[config.mk]
export PLATFORM = sky130hd
export DESIGN_NAME = squash_unit
export DESIGN_NICKNAME = d
export VERILOG_FILES = /design/src/source/squash_pkg.sv /design/src/source/seq_age.sv /design/src/source/squash_pair_arb.sv /design/src/source/squash_arb_tree.sv /design/src/source/squash_unit.sv
export VERILOG_INCLUDE_DIRS = /design/src /design/src/include
export SDC_FILE = /design/constraint.sdc
export NUM_CORES = 1
export LEC_CHECK = 0
export ABC_AREA = 1
export ABC_CLOCK_PERIOD_IN_PS = 12600
export BUFFER_PORTS_ARGS = -buffer_cell sky130_fd_sc_hd__buf_4
export CAP_MARGIN = 20
export CORE_AREA = 5 5 100 102
export CTS_BUF_LIST = sky130_fd_sc_hd__clkbuf_8
export DETAILED_ROUTE_END_ITERATION = 16
export DIE_AREA = 0 0 105 107
export PLACE_DENSITY = 0.82
export SLEW_MARGIN = 20
export SYNTH_ARGS = -nofsm -noshare
export SYNTH_HDL_FRONTEND = slang
export SYNTH_SLANG_ARGS = --single-unit
[constraint.sdc]
create_clock -name clk -period 12.6 [get_ports clk]
set_input_delay 2.52 -clock clk [delete_from_list [all_inputs] [get_ports clk]]
set_output_delay 2.52 -clock clk [all_outputs]
set_load 0.03 [all_outputs]
[src/include/squash_config.svh]
// Size settings for the squash arbitration unit
// Included by the package and by every module that sizes a sequence number

`ifndef SQUASH_CONFIG_SVH
`define SQUASH_CONFIG_SVH

// --------------------
// Sequence numbers
// --------------------

// Width of one sequence number
// The age space is 2**SQUASH_SEQ_NUM_BITS entries, so it must exceed
// the number of instructions in flight
`define SQUASH_SEQ_NUM_BITS 5

// --------------------
// Squash sources
// --------------------

// Squash producers feeding the unit
// Branch redirect, memory ordering and exception by default, plus one spare
// Any value of 1 or more works, padding covers non-power-of-two counts
`define SQUASH_NUM_ARB 4

`endif

[src/source/squash_pkg.sv]
// Shared types of the squash arbitration unit
// Notification structs and the grant register state
// Compile before any module of the unit

`default_nettype none

`include "squash_config.svh"

package squash_pkg;

  // --------------------
  // Notifications
  // --------------------

  // One squash request from a pipeline source
  // Field order matches the bus used across the core
  typedef struct packed {
    logic [`SQUASH_SEQ_NUM_BITS-1:0] seq_num;
    logic                     [31:0] target;
    logic                            val;
  } squash_notif_t;

  // One retired instruction
  // Only val drives the head tracker
  // The rest rides along on the shared commit bus
  typedef struct packed {
    logic [31:0] pc;
    logic  [4:0] waddr;
    logic [31:0] wdata;
    logic        wen;
    logic        val;
  } commit_notif_t;

  // --------------------
  // Grant register
  // --------------------

  // Output state of the arbitration tree
  // GNT_SQUASH holds a granted squash for one cycle
  typedef enum logic {
    GNT_IDLE   = 1'b0,
    GNT_SQUASH = 1'b1
  } grant_state_e;

endpackage

`default_nettype wire

[src/source/seq_age.sv]
// Head tracker for relative age compares
// Counts valid commits to follow the oldest uncommitted sequence number
// The head feeds every age comparator of the squash tree

`timescale 1ns/1ps
`default_nettype none

`include "squash_config.svh"

module seq_age (
  input  logic                            clk,
  input  logic                            reset,

  // --------------------
  // Commit stream
  // --------------------

  input  squash_pkg::commit_notif_t       commit,

  // --------------------
  // Oldest uncommitted instruction
  // --------------------

  output logic [`SQUASH_SEQ_NUM_BITS-1:0] head
);

  // Registered head pointer
  logic [`SQUASH_SEQ_NUM_BITS-1:0] head_q;
  logic [`SQUASH_SEQ_NUM_BITS-1:0] head_next;

  // --------------------
  // Next head
  // --------------------

  // One step per retired instruction
  // Natural overflow gives the modulo wrap of the sequence space
  always_comb begin
    head_next = head_q;
    if (commit.val) begin
      head_next = head_q + 1'b1;
    end
  end

  // --------------------
  // Head register
  // --------------------

  always_ff @(posedge clk) begin
    if (reset) begin
      // Sequence numbering starts at 0
      head_q <= '0;
    end else begin
      head_q <= head_next;
    end
  end

  // Consumers see the value from before this edge's commit
  assign head = head_q;

  // --------------------
  // Checks
  // --------------------

  // An unknown commit valid would corrupt every later age compare
  commit_val_known: assert property (
    @(posedge clk) disable iff (reset)
    !$isunknown(commit.val)
  ) else $error("commit.val is unknown outside reset");

endmodule

`default_nettype wire

[src/source/squash_pair_arb.sv]
// Two-input age comparator for the squash tree
// Passes the older valid notification, relative to the head
// Purely combinational, one instance per internal tree node

`timescale 1ns/1ps
`default_nettype none

`include "squash_config.svh"

module squash_pair_arb (
  // Oldest uncommitted sequence number
  input  logic [`SQUASH_SEQ_NUM_BITS-1:0] head,

  // --------------------
  // Candidates
  // --------------------

  // arb0 always carries the lower source index
  input  squash_pkg::squash_notif_t       arb0,
  input  squash_pkg::squash_notif_t       arb1,

  // --------------------
  // Winner
  // --------------------

  output squash_pkg::squash_notif_t       gnt
);

  // Distance from the head, wrapping in the sequence space
  logic [`SQUASH_SEQ_NUM_BITS-1:0] age0;
  logic [`SQUASH_SEQ_NUM_BITS-1:0] age1;

  assign age0 = arb0.seq_num - head;
  assign age1 = arb1.seq_num - head;

  always_comb begin
    if (!arb0.val) begin
      // Only arb1 can be valid
      // If it is not, its low val bit carries through
      gnt = arb1;
    end else if (!arb1.val) begin
      gnt = arb0;
    end else if (age1 < age0) begin
      // Strictly older upper input
      gnt = arb1;
    end else begin
      // Ties keep the lower index
      gnt = arb0;
    end
  end

endmodule

`default_nettype wire

[src/source/squash_arb_tree.sv]
// Binary tree of age comparators with a registered grant
// Picks the oldest valid squash out of num_arb sources
// Grant appears one cycle after the inputs are sampled

`timescale 1ns/1ps
`default_nettype none

`include "squash_config.svh"

module squash_arb_tree #(
  parameter int unsigned num_arb = `SQUASH_NUM_ARB
) (
  input  logic                                    clk,
  input  logic                                    reset,

  // Oldest uncommitted sequence number
  input  logic      [`SQUASH_SEQ_NUM_BITS-1:0]    head,

  // --------------------
  // Squash sources
  // --------------------

  input  squash_pkg::squash_notif_t [num_arb-1:0] arb,

  // --------------------
  // Registered winner
  // --------------------

  output squash_pkg::squash_notif_t               gnt
);

  import squash_pkg::*;

  // Leaves padded up to a power of two
  localparam int unsigned num_levels = $clog2(num_arb);
  localparam int unsigned num_pad    = 1 << num_levels;

  // Heap layout
  // Node n has children 2n and 2n+1, root at 1, leaf i at num_pad+i
  // A single source makes the leaf and the root the same node
  squash_notif_t nodes [1:2*num_pad-1];

  // --------------------
  // Leaves
  // --------------------

  for (genvar i = 0; i < num_pad; i++) begin : g_leaf
    if (i < num_arb) begin : g_src
      assign nodes[num_pad+i] = arb[i];
    end else begin : g_pad
      // Padding never wins
      assign nodes[num_pad+i] = '0;
    end
  end

  // --------------------
  // Comparator nodes
  // --------------------

  // Even child holds the lower indices, so it goes to arb0
  // That keeps the lower-index tie rule across all levels
  for (genvar n = 1; n < num_pad; n++) begin : g_node
    squash_pair_arb u_pair (
      .head (head),
      .arb0 (nodes[2*n]),
      .arb1 (nodes[2*n+1]),
      .gnt  (nodes[n])
    );
  end

  // --------------------
  // Output register
  // --------------------

  grant_state_e                    gnt_state;
  logic [`SQUASH_SEQ_NUM_BITS-1:0] gnt_seq_num_q;
  logic                     [31:0] gnt_target_q;

  // Valid state, reset to idle
  // A fresh decision every cycle, no hold beyond one cycle
  always_ff @(posedge clk) begin
    if (reset) begin
      gnt_state <= GNT_IDLE;
    end else if (nodes[1].val) begin
      gnt_state <= GNT_SQUASH;
    end else begin
      gnt_state <= GNT_IDLE;
    end
  end

  // Payload only matters while in GNT_SQUASH
  always_ff @(posedge clk) begin
    gnt_seq_num_q <= nodes[1].seq_num;
    gnt_target_q  <= nodes[1].target;
  end

  assign gnt.seq_num = gnt_seq_num_q;
  assign gnt.target  = gnt_target_q;
  assign gnt.val     = (gnt_state == GNT_SQUASH);

  // --------------------
  // Checks
  // --------------------

  // Any source valid this cycle
  logic any_val;

  always_comb begin
    any_val = 1'b0;
    for (int i = 0; i < num_arb; i++) begin
      any_val = any_val | arb[i].val;
    end
  end

  // No grant without a request one edge earlier
  gnt_needs_request: assert property (
    @(posedge clk) disable iff (reset)
    gnt.val |-> $past(any_val)
  ) else $error("grant without a valid source at the previous edge");

  // Reset leaves the output idle
  gnt_idle_after_reset: assert property (
    @(posedge clk)
    $past(reset) |-> !gnt.val
  ) else $error("grant valid in the cycle after reset");

endmodule

`default_nettype wire

[src/source/squash_unit.sv]
// Squash arbitration unit, top level
// Forwards the oldest of several same-cycle squash notifications
// Age is relative to the head, tracked from the commit stream
// One cycle from squash inputs to gnt, no back-pressure

`timescale 1ns/1ps
`default_nettype none

`include "squash_config.svh"

module squash_unit (
  input  logic                                            clk,
  input  logic                                            reset,

  // --------------------
  // Squash sources
  // --------------------

  // Branch redirect, memory ordering, exception and so on
  // Present whenever val is high, never acknowledged
  input  squash_pkg::squash_notif_t [`SQUASH_NUM_ARB-1:0] arb,

  // --------------------
  // Commit stream
  // --------------------

  // Each valid commit retires the head instruction
  input  squash_pkg::commit_notif_t                       commit,

  // --------------------
  // Oldest squash
  // --------------------

  // Registered, held for exactly one cycle
  output squash_pkg::squash_notif_t                       gnt
);

  // Oldest uncommitted sequence number
  // Shared by every comparator in the tree
  logic [`SQUASH_SEQ_NUM_BITS-1:0] head;

  // --------------------
  // Head tracker
  // --------------------

  // A commit on the sampling edge only moves the head afterwards
  seq_age u_seq_age (
    .clk    (clk),
    .reset  (reset),
    .commit (commit),
    .head   (head)
  );

  // --------------------
  // Arbitration tree
  // --------------------

  // Lower source index wins on equal age
  squash_arb_tree #(
    .num_arb (`SQUASH_NUM_ARB)
  ) u_arb_tree (
    .clk   (clk),
    .reset (reset),
    .head  (head),
    .arb   (arb),
    .gnt   (gnt)
  );

endmodule

`default_nettype wire

After elaboration in Yosys (flattened, before gate mapping)
Cells that the tools add are included.
{"block": "classes", "addsub": 7, "n_lt_le_gt_ge": 3, "n_mux": 10}
{"op": "$mux 38", "count": 9}
{"op": "$sub 5x5->5", "count": 6}
{"op": "$lt 5x5->1", "count": 3}
{"op": "$add 5x1->5 const B", "count": 1}
{"op": "$mux 1", "count": 1}
{"block": "totals", "regBits": 43, "output_inout_bits": 38, "word_cells": 24}

Depth between registers and ports, before layout
Gate-level depths: netlist of the first run.
{"block": "depth", "ltp_word": 11, "depth_mapped": 33}

Cells and area by module
A second synthesis of the first run with hierarchy kept.
{"block": "unflattened", "hier_cells": 619, "hier_area_um2": 4036.4}
{"module": "squash_pair_arb (u_arb_tree.g_node[1].u_pair ...)", "instances": 2, "cells_each": 183, "area_each_um2": 1011.0}
{"module": "squash_pair_arb (u_arb_tree.g_node[2].u_pair)", "instances": 1, "cells_each": 183, "area_each_um2": 1022.2}
{"module": "squash_arb_tree", "instances": 1, "cells_each": 41, "area_each_um2": 778.2}
{"module": "seq_age", "instances": 1, "cells_each": 29, "area_each_um2": 214.0}

Worst setup path before layout of the first run
No wires, ideal clock.
{"block": "synth_path", "path_kind": "input -> register", "from": "in arb[109] (netlist name)", "to": "reg u_arb_tree.gnt_target_q[13]", "setup_time_ns": 0.113, "arrival_time_ns": 6.383, "required_ns": 12.487, "setup_slack_ns": 6.104, "path_stages": 28, "cell_sequence": "inv_1 -> ha_1 -> inv_1 -> fa_1 -> nand3_1 -> nand2_1 -> xnor2_1 -> ha_1 -> nand2_1 -> a21oi_1 -> nand3_1 -> nand3_2 -> nand2_2 -> buf_6 -> o21ai_1 -> inv_1 -> ha_1 -> fa_1 -> o21ai_0 -> xor2_1 -> xor2_1 -> ha_1 -> nand2_1 -> nand2_1 -> buf_4 -> buf_2 -> nand3_1 -> nand2_1"}
{"item": "start, declared", "line_no": "squash_unit.sv:21", "rtl": "input squash_pkg::squash_notif_t [`SQUASH_NUM_ARB-1:0] arb,"}
{"item": "end signal, assigned", "line_no": "squash_arb_tree.sv:94", "rtl": "gnt_target_q <= nodes[1].target;"}
{"item": "end, declared", "line_no": "squash_arb_tree.sv:77", "rtl": "logic [31:0] gnt_target_q;"}

==> out/summary.txt, run 1 <==
signal arrival time at the worst endpoint: 8.58 ns
slew at the pin closest to its max-slew limit: 0.803 ns
final cycle utilization of the critical path: 66.1%
synthesized instance count: 595
type of the most critical hold path: flip-flop to flip-flop
number of sinks driven by the clock tree: 43
TNS Setup: 0 ns
Antenna diodes: 0
total iterations of the first detailed-routing run: 5
buffer count from post-CTS setup fixing: 0
top fanout value on the critical path: 38
netlist area before placement: 0.00375 mm^2
data required time of the worst path: 12.85 ns
clock edge transition at the registers on the reported setup and hold paths: 0.09 ns
area share of the largest cell type after synthesis: 25.1%
CTS Buf Count: 5
Core Area: 0.00902 mm^2
total track usage: 22.7%
per-cell routed wire length: 15.4 um
ys flop type: dfxtp_1
Post-Route WL: 13.4 mm
vias post-DR: 4,532
number of distinct library cell variants in the gate-level netlist after synthesis: 27
via count of the first global-routing pass: 4,383
cells resized by post-CTS repair: 0
area growth from synthesis to final layout: 41.3%
Crit. End Element: flip-flop
quantity of I/O buffers inserted on ports: 192
Post-CTS Hold Fix Bufs: 0
Min-Delay Path Depth: 2
pins over their slew limit: 0
type of element launching the critical path: primary input
maximum root-to-sink buffer count: 2
die height: 107 um
achievable frequency: 120 MHz
power density over cell area: 155 mW/mm^2
Remaining DRCs: 0
most used standard cell by instance count after synthesis: nand2_1
total number of placement rows: 35
register area share after synthesis: 22.9%
run status: complete, no violations
first-pass GRT wire length: 21.2 mm
gp weighted congestion: 0.859
synthesis-stage register bit count: 43
TritonCTS clock tree: built
worst reg-to-reg path cell count: 24
minimum clock period: 8.33 ns
destination of the worst hold path: u_seq_age.head[2]$_SDFFE_PP0P_
Yosys top cell by area: nand2_1
proportion of synthesized flip-flops having asynchronous set or reset: 0%
Leak Pwr: 3.01 nW
DRC violation total after the first TritonRoute iteration: 225
list of most frequent post-synthesis cells: nand2_1, nand3_1, dfxtp_1, ha_1, inv_1
worst clock skew: 0.0108 ns
Worst R2R End: u_arb_tree.gnt_target_q[25]$_DFF_P_
Reg2Reg Launch Point: u_seq_age.head[1]$_SDFFE_PP0P_
Detailed Place HPWL: 10.1 mm
average footprint of a synthesized cell: 6.31 um^2
antenna violations before repair: 0
reg2reg setup slack: 5.93 ns
buffer cell driving the clock tree root: clkbuf_8
max_slew headroom: 46.4%
worst slack on hold paths: 0.545 ns
post-detailed-route via-to-cell ratio: 5.19
synth top area cells: nand2_1, dfxtp_1, nand3_1, ha_1, inv_1
synthesized netlist net count: 863
Post-synth EDFFs: 0
category of the most critical setup path: primary input to flip-flop
Hold Crit Start: u_seq_age.head[2]$_SDFFE_PP0P_
worst supply voltage drop on vdd: 0.0589 mV
final hold violations: 0
die width: 105 um
share of cells above drive strength 1: 27.4%
starting density of the core: 41.6%
Max Cap Violations: 0
setup repair after global routing missed its margin: no
htree depth: 2
Synthesis Warnings: 0
worst-skew pair later-pin latency: 0.30 ns
number of routed nets with antenna violations: 0
Congestion Overflow GR: 0
largest net degree at the start of global routing: 40
full die area: 0.0112 mm^2
net total in the final layout: 1,030
# IOs: 263
Setup violations, final: 0
[power breakdown]
| group | leakage (nW) | total, mW | switching [mW] | internal, mW |
|---|---|---|---|---|
| Combinational | 2.59 | 0.485 | 0.309 | 0.176 |
| Clock | 0.0644 | 0.131 | 0.0523 | 0.0791 |
| Sequential | 0.361 | 0.207 | 0.0170 | 0.190 |
| Total | 3.01 | 0.823 | 0.379 | 0.445 |
[sequential cells by signal (all words and copies together) (netlist names)]
| register | flops |
|---|---|
| u_arb_tree.gnt_seq_num_q | 5 |
| u_arb_tree.gnt_state | 1 |
| u_arb_tree.gnt_target_q | 32 |
| u_seq_age.head | 5 |
[cells by family (layout without fill, tap and decap cells)]
kind of cell             count (synthesis)  after routing  synth area share [%]
XOR/XNOR                                23             23                  5.37
AND/OR/NAND/NOR                        390            390                  43.8
flip-flops                              43             43                  22.9
AO/OA/AOI/OAI                           27             27                  3.90
buffers and inverters                   69            237                  8.43
adder cells (fa/ha/maj)                 43             43                  15.5
[layer usage]
layer  GRT usage (%)  share of wire (%)
met3            3.97                7.9
met4            5.84                1.5
met2            41.0                 51
met5               0                  0
met1            27.6                 40
[area by class of cell]
class | count | area [um^2]
Multi-Input combinational cell | 483 | 2580
Fill cell | 863 | 3720
Tap cell | 111 | 139
Timing Repair Buffer | 195 | 1460
Clock inverter | 3 | 67.6
Inverter | 34 | 128
Sequential cell | 43 | 861
Clock buffer | 5 | 68.8
[placed cells by master (no fill, tap or decap)]
cell type / instances
nand2_1: 251
buf_4: 195
nand3_1: 121
dfxtp_1: 43
ha_1: 37
inv_1: 33
a21oi_1: 17
xor2_1: 12
xnor2_1: 11
nor2_1: 6
fa_1: 6
nor3_1: 5
clkbuf_8: 5
o21ai_0: 4
nand2_2: 3
o21ai_1: 2
a31oi_1: 2
bufinv_16: 2
inv_2: 1
o21bai_2: 1
nand3_2: 1
nand4_1: 1
and3b_1: 1
a21o_1: 1
nor4_1: 1
clkinvlp_4: 1
[through the flow]
stage	instance area (um^2)	setup slack, ns	total power [mW]	util, %	instances
floorplan	3750	6.10	0.519	-	595
global placement	5170	4.22	0.684	57.3	866
detailed placement	5170	4.00	0.696	57.3	866
CTS	5300	4.28	0.829	58.8	874
global route	5300	3.78	0.883	58.8	874
finish	5300	4.27	0.823	58.8	874
[worst max-delay path by stage]
stage                         from                                   to  slack, ns  cells after the start
after floorplan           arb[109]  u_arb_tree.gnt_target_q[13]$_DFF_P_       6.10                     28
after global placement    arb[109]   u_arb_tree.gnt_target_q[1]$_DFF_P_       4.22                     27
after detailed placement  arb[109]  u_arb_tree.gnt_target_q[14]$_DFF_P_       4.00                     27
after CTS                 arb[109]  u_arb_tree.gnt_target_q[14]$_DFF_P_       4.28                     27
after global routing      arb[109]   u_arb_tree.gnt_target_q[9]$_DFF_P_       3.78                     27
final                     arb[109]  u_arb_tree.gnt_target_q[25]$_DFF_P_       4.27                     27
[worst max-delay path, cell delays in order]
cell and delay (ns):
buf_4 0.11, inv_1 0.07, ha_1 0.15, inv_1 0.06, fa_1 0.40, nand3_1 0.10, nand2_1 0.07, xnor2_1 0.14
ha_1 0.32, nand2_1 0.09, o21bai_2 0.12, nand3_2 0.63, nand2_2 0.89, nand2_1 0.09, o21ai_1 0.16, inv_1 0.08
ha_1 0.21, fa_1 0.42, o21ai_0 0.32, xor2_1 0.22, xor2_1 0.20, ha_1 0.26, nand2_1 0.07, nand2_1 0.07
nand2_2 0.58, nand2_1 0.13, nand2_1 0.10
No activity file was read; power rests on OpenSTA's default activity.
==> run 2, diff against run 1 <==
--- a/config.mk
+++ b/config.mk
@@ -6,15 +6,15 @@
 export SDC_FILE = /design/constraint.sdc
 export NUM_CORES = 1
 export LEC_CHECK = 0
-export ABC_AREA = 1
-export ABC_CLOCK_PERIOD_IN_PS = 12600
+export ABC_AREA = 0
+export ABC_CLOCK_PERIOD_IN_PS = 8700
 export BUFFER_PORTS_ARGS = -buffer_cell sky130_fd_sc_hd__buf_4
 export CAP_MARGIN = 20
-export CORE_AREA = 5 5 100 102
+export CORE_MARGIN = 5
+export CORE_UTILIZATION = 43
 export CTS_BUF_LIST = sky130_fd_sc_hd__clkbuf_8
 export DETAILED_ROUTE_END_ITERATION = 16
-export DIE_AREA = 0 0 105 107
-export PLACE_DENSITY = 0.82
+export PLACE_DENSITY = 0.84
 export SLEW_MARGIN = 20
 export SYNTH_ARGS = -nofsm -noshare
 export SYNTH_HDL_FRONTEND = slang
==> constraint.sdc (replaced) <==
create_clock -name clk -period 8.7 [get_ports clk]
set_input_delay 1.74 -clock clk [delete_from_list [all_inputs] [get_ports clk]]
set_output_delay 1.74 -clock clk [all_outputs]
set_load 0.03 [all_outputs]
==> run 2 against run 1 <==
Compared with the run above: first-iteration DRC count shrank 28%; global-route usage down 0.56 points; register-to-register slack got worse by 2.9 ns; area after synthesis decreased by 2.1%; wire length down 8.1%; critical path depth is 2 lower; cell area down 1.8%; critical endpoint is now u_arb_tree.gnt_target_q[28]$_DFF_P_; largest cell class unchanged; highest routed layer unchanged.
==> out/summary.txt, run 2 <==
setup repair after global routing missed its margin: no (unchanged)
achievable frequency: 152 MHz
library cell appearing most often on the critical path: ha_1 (was nand2_1)
clock edge transition at the registers on the reported setup and hold paths: 0.08 ns (was 0.09 ns)
run status: complete, no violations (unchanged)
Detailed Place HPWL: 10.0 mm (was 10.1 mm)
htree depth: 2 (unchanged)
Post-Route WL: 12.3 mm (was 13.4 mm)
worst-skew pair later-pin latency: 0.29 ns (was 0.30 ns)
Yosys top cell by area: dfxtp_1 (was nand2_1)
Crit. End Element: flip-flop (unchanged)
Post-synth EDFFs: 0 (unchanged)
Post-CTS Hold Fix Bufs: 0 (unchanged)
vias post-DR: 3,885 (was 4,532)
logic gate share of total power: 67.0% (was 58.9%)
list of most frequent post-synthesis cells: nand2_1, dfxtp_1, ha_1, a32oi_1, a21oi_2 (was nand2_1, nand3_1, dfxtp_1, ha_1, inv_1)
first-pass GRT wire length: 18.6 mm (was 21.2 mm)
number of routed nets with antenna violations: 0 (unchanged)
top library cells by usage in the layout, fill and taps aside: buf_4, nand2_1, dfxtp_1 (was nand2_1, buf_4, nand3_1)
slew at the pin closest to its max-slew limit: 0.770 ns (was 0.803 ns)
Placed Instance Area: 0.00512 mm^2 (was 0.00517 mm^2)
quantity of I/O buffers inserted on ports: 192 (unchanged)
post-route worst setup slack: 2.12 ns (was 4.27 ns)
Remaining DRCs: 0 (unchanged)
Power Internal: 0.720 mW (was 0.445 mW)
filler instances: 733 (was 863)
Min-Delay Path Depth: 3 (was 2)
area growth from synthesis to final layout: 41.6% (was 41.3%)
largest net degree at the start of global routing: 58 (was 40)
per-cell routed wire length: 17.1 um (was 15.4 um)
register area share after synthesis: 23.4% (was 22.9%)
synthesis-stage register bit count: 43 (unchanged)
signal arrival time at the worst endpoint: 6.78 ns (was 8.58 ns)
maximum root-to-sink buffer count: 2 (unchanged)
final cycle utilization of the critical path: 75.6%
category of the most critical setup path: primary input to flip-flop (unchanged)
worst slack on hold paths: 0.608 ns (was 0.545 ns)
Critical path buffers and inverters: 5 (was 4)
post-route core utilization: 63.0% (was 58.8%)
Finished Layout Cells: 721 (was 874)
minimum clock period: 6.58 ns
share of power burned in registers: 23.7% (was 25.1%)
switching power total: 0.652 mW (was 0.379 mW)
synthesized instance count: 437 (was 595)
total track usage: 22.1% (was 22.7%)
type of the most critical hold path: flip-flop to flip-flop (unchanged)
number of distinct library cell variants in the gate-level netlist after synthesis: 47 (was 27)
number of cells after detailed placement: 713 (was 866)
number of sinks driven by the clock tree: 43 (unchanged)
most common cell after layout, fill and taps aside: buf_4 (was nand2_1)
average footprint of a synthesized cell: 8.41 um^2 (was 6.31 um^2)
TNS Setup: 0 ns (unchanged)
DRC violation total after the first TritonRoute iteration: 163 (was 225)
most used standard cell by instance count after synthesis: nand2_1 (unchanged)
total number of placement rows: 33 (was 35)
max_slew headroom: 48.5% (was 46.4%)
type of element launching the critical path: primary input (unchanged)
full die area: 0.0105 mm^2 (was 0.0112 mm^2)
die width: 102 um (was 105 um)
netlist area before placement: 0.00368 mm^2 (was 0.00375 mm^2)
Antenna diodes: 0 (unchanged)
Finished Cell Area: 0.00521 mm^2 (was 0.00530 mm^2)
Most flops, register: u_arb_tree.gnt_target_q (unchanged)
critical path depth in cells: 25 (was 27)
final hold violations: 0 (unchanged)
CTS Buf Count: 5 (unchanged)
power consumption: 1.37 mW (was 0.823 mW)
Core Area: 0.00826 mm^2 (was 0.00902 mm^2)
# IOs: 263 (unchanged)
TritonCTS clock tree: built (unchanged)
data required time of the worst path: 8.91 ns (was 12.85 ns)
proportion of total power due to net switching: 47.5% (was 46.0%)
Congestion Overflow GR: 0 (unchanged)
die height: 102 um (was 107 um)
gp weighted congestion: 0.920 (was 0.859)
cell at the slowest stage of the critical path: o21ai_4 (was nand2_2)
power density over cell area: 264 mW/mm^2 (was 155 mW/mm^2)
cells resized by post-CTS repair: 0 (unchanged)
total iterations of the first detailed-routing run: 5 (unchanged)
buffer count from post-CTS setup fixing: 0 (unchanged)
share of power burned in the clock network: 9.4% (was 16.0%)
number of flip-flops in the largest register: 32 (unchanged)
ys flop type: dfxtp_1 (unchanged)
worst reg-to-reg path cell count: 22 (was 24)
critical path's largest stage delay: 0.47 ns (was 0.89 ns)
Leak Pwr: 2.41 nW (was 3.01 nW)
area share of the largest cell type after synthesis: 23.4% (was 25.1%)
pins over their slew limit: 0 (unchanged)
antenna violations before repair: 0 (unchanged)
proportion of synthesized flip-flops having asynchronous set or reset: 0% (unchanged)
post-detailed-route via-to-cell ratio: 5.39 (was 5.19)
starting density of the core: 44.5% (was 41.6%)
buffer cell driving the clock tree root: clkbuf_8 (unchanged)
Synthesis Warnings: 0 (unchanged)
share of cells above drive strength 1: 40.4% (was 27.4%)
worst clock skew: 0.00997 ns (was 0.0108 ns)
top fanout value on the critical path: 57 (was 38)
synthesized netlist net count: 705 (was 863)
synth top area cells: dfxtp_1, ha_1, nand2_1, a32oi_1, a21oi_2 (was nand2_1, dfxtp_1, nand3_1, ha_1, inv_1)
net total in the final layout: 883 (was 1,030)
Setup violations, final: 0 (unchanged)
CP top delay family: compound AO/OA/AOI/OAI gates (was simple AND/OR/NAND/NOR gates)
Max Cap Violations: 0 (unchanged)
Place WS: 1.78 ns (was 4.00 ns)
via count of the first global-routing pass: 3,954 (was 4,383)
worst supply voltage drop on vdd: 0.166 mV (was 0.0589 mV)
run 2: kinds of logic after synthesis:
kind of cell	Yosys count	share of synthesized area [%]
AND/OR/NAND/NOR	151	18.4
flip-flops	43	23.4
multiplexers	9	2.59
adder cells (fa/ha/maj)	43	15.9
buffers and inverters	46	6.98
AO/OA/AOI/OAI	117	26.1
XOR/XNOR	28	6.67
run 2: layout make-up:
cell class / count / area [um^2] / area share [%]
Sequential cell: 43 / 861 / 16.5
Timing Repair Buffer: 196 / 1480 / 28.5
Inverter: 21 / 78.8 / 1.51
Tap cell: 105 / 131 / 2.52
Clock inverter: 3 / 16.3 / 0.312
Multi-Input combinational cell: 348 / 2570 / 49.3
Clock buffer: 5 / 68.8 / 1.32
run 2: final timing paths:
check	from	end	slack [ns]
max	arb[109]	u_arb_tree.gnt_target_q[28]$_DFF_P_	2.12
min	u_seq_age.head[3]$_SDFFE_PP0P_	u_seq_age.head[4]$_SDFFE_PP0P_	0.61
max reg2reg	u_seq_age.head[1]$_SDFFE_PP0P_	u_arb_tree.gnt_target_q[28]$_DFF_P_	3.03
min reg2reg	u_seq_age.head[3]$_SDFFE_PP0P_	u_seq_age.head[4]$_SDFFE_PP0P_	0.61
run 2: power groups by stage:
| stage | registers (mW) | logic (mW) | clock network, mW |
|---|---|---|---|
| after global routing | 0.333 | 0.990 | 0.142 |
| after detailed placement | 0.329 | 0.922 | 0 |
| after global placement | 0.326 | 0.901 | 0 |
| after floorplan | 0.509 | 0.441 | 0 |
| after CTS | 0.325 | 0.925 | 0.133 |
| final | 0.325 | 0.919 | 0.129 |
run 2: tightest hold or removal path, cell delays in order (launching register included):
cell and delay (ns):
dfxtp_1 0.32, nand4_1 0.10, xor2_1 0.06, nor2_1 0.09
run 2: routing by layer:
metal / track usage, % / share of wire [%] / vias up
met3: 4.57 / 8.8 / 20
met4: 6.36 / 1.7 / 0
met5: 0 / 0 / -
met2: 41.1 / 52 / 165
li1: - / - / 1918
met1: 25.3 / 38 / 1782
==> run 3, diff against run 2 <==
--- a/config.mk
+++ b/config.mk
@@ -6,15 +6,15 @@
 export SDC_FILE = /design/constraint.sdc
 export NUM_CORES = 1
 export LEC_CHECK = 0
-export ABC_AREA = 0
-export ABC_CLOCK_PERIOD_IN_PS = 8700
+export ABC_AREA = 1
+export ABC_CLOCK_PERIOD_IN_PS = 5300
 export BUFFER_PORTS_ARGS = -buffer_cell sky130_fd_sc_hd__buf_4
 export CAP_MARGIN = 20
 export CORE_MARGIN = 5
-export CORE_UTILIZATION = 43
+export CORE_UTILIZATION = 39
 export CTS_BUF_LIST = sky130_fd_sc_hd__clkbuf_8
 export DETAILED_ROUTE_END_ITERATION = 16
-export PLACE_DENSITY = 0.84
+export PLACE_DENSITY = 0.8
 export SLEW_MARGIN = 20
 export SYNTH_ARGS = -nofsm -noshare
 export SYNTH_HDL_FRONTEND = slang
==> constraint.sdc (replaced) <==
create_clock -name clk -period 5.3 [get_ports clk]
set_input_delay 1.06 -clock clk [delete_from_list [all_inputs] [get_ports clk]]
set_output_delay 1.06 -clock clk [all_outputs]
set_load 0.03 [all_outputs]
==> run 3 against run 2 <==
Compared with the run above: largest power group unchanged; sequential share of layout area is 0.88 points lower; sequential power is 53% higher; critical endpoint is now u_arb_tree.gnt_target_q[0]$_DFF_P_; global-route usage is 0.11 points lower; combinational power is 34% higher; cell area is 5.6% higher; critical path depth is 3 higher.
==> out/summary.txt, run 3 (same netlist as run 1, synthesis figures left out) <==
clock edge transition at the registers on the reported setup and hold paths: 0.08 ns (about the same)
minimum clock period: 5.09 ns
buffer cell driving the clock tree root: clkbuf_8 (unchanged)
category of the most critical setup path: primary input to flip-flop (unchanged)
Place WS: -0.194 ns (was 1.78 ns)
worst-skew pair later-pin latency: 0.29 ns (about the same)
final cycle utilization of the critical path: 96.1%
top fanout value on the critical path: 16 (was 57)
Power Internal: 1.02 mW (was 0.720 mW)
per-cell routed wire length: 14.7 um (was 17.1 um)
CTS Buf Count: 5 (unchanged)
Post-Route WL: 13.5 mm (was 12.3 mm)
Leak Pwr: 3.13 nW (was 2.41 nW)
number of routed nets with antenna violations: 0 (unchanged)
run status: complete, no violations (unchanged)
slew at the pin closest to its max-slew limit: 0.728 ns (was 0.770 ns)
Core Area: 0.00933 mm^2 (was 0.00826 mm^2)
worst clock skew: 0.00383 ns (was 0.00997 ns)
Finished Layout Cells: 916 (was 721)
quantity of I/O buffers inserted on ports: 192 (unchanged)
Antenna diodes: 0 (unchanged)
full die area: 0.0117 mm^2 (was 0.0105 mm^2)
switching power total: 0.902 mW (was 0.652 mW)
DRC violation total after the first TritonRoute iteration: 269 (was 163)
Congestion Overflow GR: 0 (unchanged)
library cell appearing most often on the critical path: nand2_1 (was ha_1)
CP top delay family: adder cells (was compound AO/OA/AOI/OAI gates)
total track usage: 22.0% (was 22.1%)
achievable frequency: 196 MHz
filler instances: 890 (was 733)
pins over their slew limit: 0 (unchanged)
number of sinks driven by the clock tree: 43 (unchanged)
worst supply voltage drop on vdd: 0.174 mV (was 0.166 mV)
via count of the first global-routing pass: 4,256 (was 3,954)
Detailed Place HPWL: 10.7 mm (was 10.0 mm)
htree depth: 2 (unchanged)
cell at the slowest stage of the critical path: fa_1 (was o21ai_4)
Placed Instance Area: 0.00538 mm^2 (was 0.00512 mm^2)
Post-CTS Hold Fix Bufs: 0 (unchanged)
signal arrival time at the worst endpoint: 5.32 ns (was 6.78 ns)
area growth from synthesis to final layout: 46.5% (was 41.6%)
share of cells above drive strength 1: 30.0% (was 40.4%)
type of element launching the critical path: primary input (unchanged)
post-detailed-route via-to-cell ratio: 4.99 (was 5.39)
top library cells by usage in the layout, fill and taps aside: nand2_1, buf_4, nand3_1 (was buf_4, nand2_1, dfxtp_1)
gp weighted congestion: 0.905 (was 0.920)
share of power burned in registers: 25.8% (was 23.7%)
Most flops, register: u_arb_tree.gnt_target_q (unchanged)
Finished Cell Area: 0.00550 mm^2 (was 0.00521 mm^2)
register area: 861 um^2 (unchanged)
number of flip-flops in the largest register: 32 (unchanged)
total number of placement rows: 35 (was 33)
maximum root-to-sink buffer count: 2 (unchanged)
Remaining DRCs: 0 (unchanged)
data required time of the worst path: 5.53 ns (was 8.91 ns)
power consumption: 1.93 mW (was 1.37 mW)
post-route worst setup slack: 0.208 ns (was 2.12 ns)
# IOs: 263 (unchanged)
post-route core utilization: 59.0% (was 63.0%)
vias post-DR: 4,571 (was 3,885)
worst slack on hold paths: 0.547 ns (was 0.608 ns)
number of cells after detailed placement: 908 (was 713)
Setup violations, final: 0 (unchanged)
proportion of total power due to net switching: 46.8% (was 47.5%)
logic gate share of total power: 63.7% (was 67.0%)
TritonCTS clock tree: built (unchanged)
power density over cell area: 350 mW/mm^2 (was 264 mW/mm^2)
Max Cap Violations: 0 (unchanged)
largest net degree at the start of global routing: 40 (was 58)
die height: 108 um (was 102 um)
share of power burned in the clock network: 10.5% (was 9.4%)
die width: 108 um (was 102 um)
max_slew headroom: 51.4% (was 48.5%)
final hold violations: 0 (unchanged)
Critical path buffers and inverters: 6 (was 5)
TNS Setup: 0 ns (unchanged)
most common cell after layout, fill and taps aside: nand2_1 (was buf_4)
total iterations of the first detailed-routing run: 5 (unchanged)
antenna violations before repair: 0 (unchanged)
Crit. End Element: flip-flop (unchanged)
starting density of the core: 40.2% (was 44.5%)
area used by multi-input combinational logic: 0.00260 mm^2 (was 0.00257 mm^2)
first-pass GRT wire length: 20.7 mm (was 18.6 mm)
net total in the final layout: 1,054 (was 883)
type of the most critical hold path: flip-flop to flip-flop (unchanged)
critical path's largest stage delay: 0.42 ns (was 0.47 ns)
-- run 3: repair_timing --
item / CTS / global route
buffers inserted: 0 / 0
gates resized for setup: 0 / 9
endpoints found under the setup margin: 0 / 37
endpoints found under the hold margin: 0 / 0
-- run 3: layer usage --
layer / global-route usage, % / wire (um) / share of wire, %
met1: 28.9 / 5420 / 40
met2: 38.1 / 6780 / 50
met3: 3.16 / 1130 / 8.3
met4: 5.05 / 161 / 1.2
met5: 0 / 0 / 0
-- run 3: power by group through the flow --
| stage | Sequential, mW | Combinational [mW] | Clock, mW |
|---|---|---|---|
| after floorplan | 0.752 | 0.482 | 0 |
| after global placement | 0.500 | 1.18 | 0 |
| after detailed placement | 0.503 | 1.21 | 0 |
| after CTS | 0.496 | 1.21 | 0.212 |
| after global routing | 0.508 | 1.34 | 0.228 |
| final | 0.497 | 1.23 | 0.203 |
-- run 3: worst paths after layout --
check	from	endpoint	slack [ns]	cells past startpoint
worst min register to register	u_seq_age.head[2]$_SDFFE_PP0P_	u_seq_age.head[2]$_SDFFE_PP0P_	0.55	2
worst max-delay path	arb[71]	u_arb_tree.gnt_target_q[0]$_DFF_P_	0.21	28
worst min-delay path	u_seq_age.head[2]$_SDFFE_PP0P_	u_seq_age.head[2]$_SDFFE_PP0P_	0.55	2
worst max register to register	u_seq_age.head[0]$_SDFFE_PP0P_	u_arb_tree.gnt_target_q[0]$_DFF_P_	0.47	26
-- run 3: worst min-delay path, stage by stage (launching register included) --
cell and delay [ns]:
dfxtp_1 0.34, a21oi_1 0.12, nor3_1 0.05
-- run 3: final cells by class --
cell class                 count  share of cell area (%)
sequential                    43                    15.7
clock buffer                   5                    1.25
clock inverter                 3                   0.296
multi-input combinational    483                    47.3
tap                          129                    2.93
timing repair buffer         219                    30.3
inverter                      34                    2.32
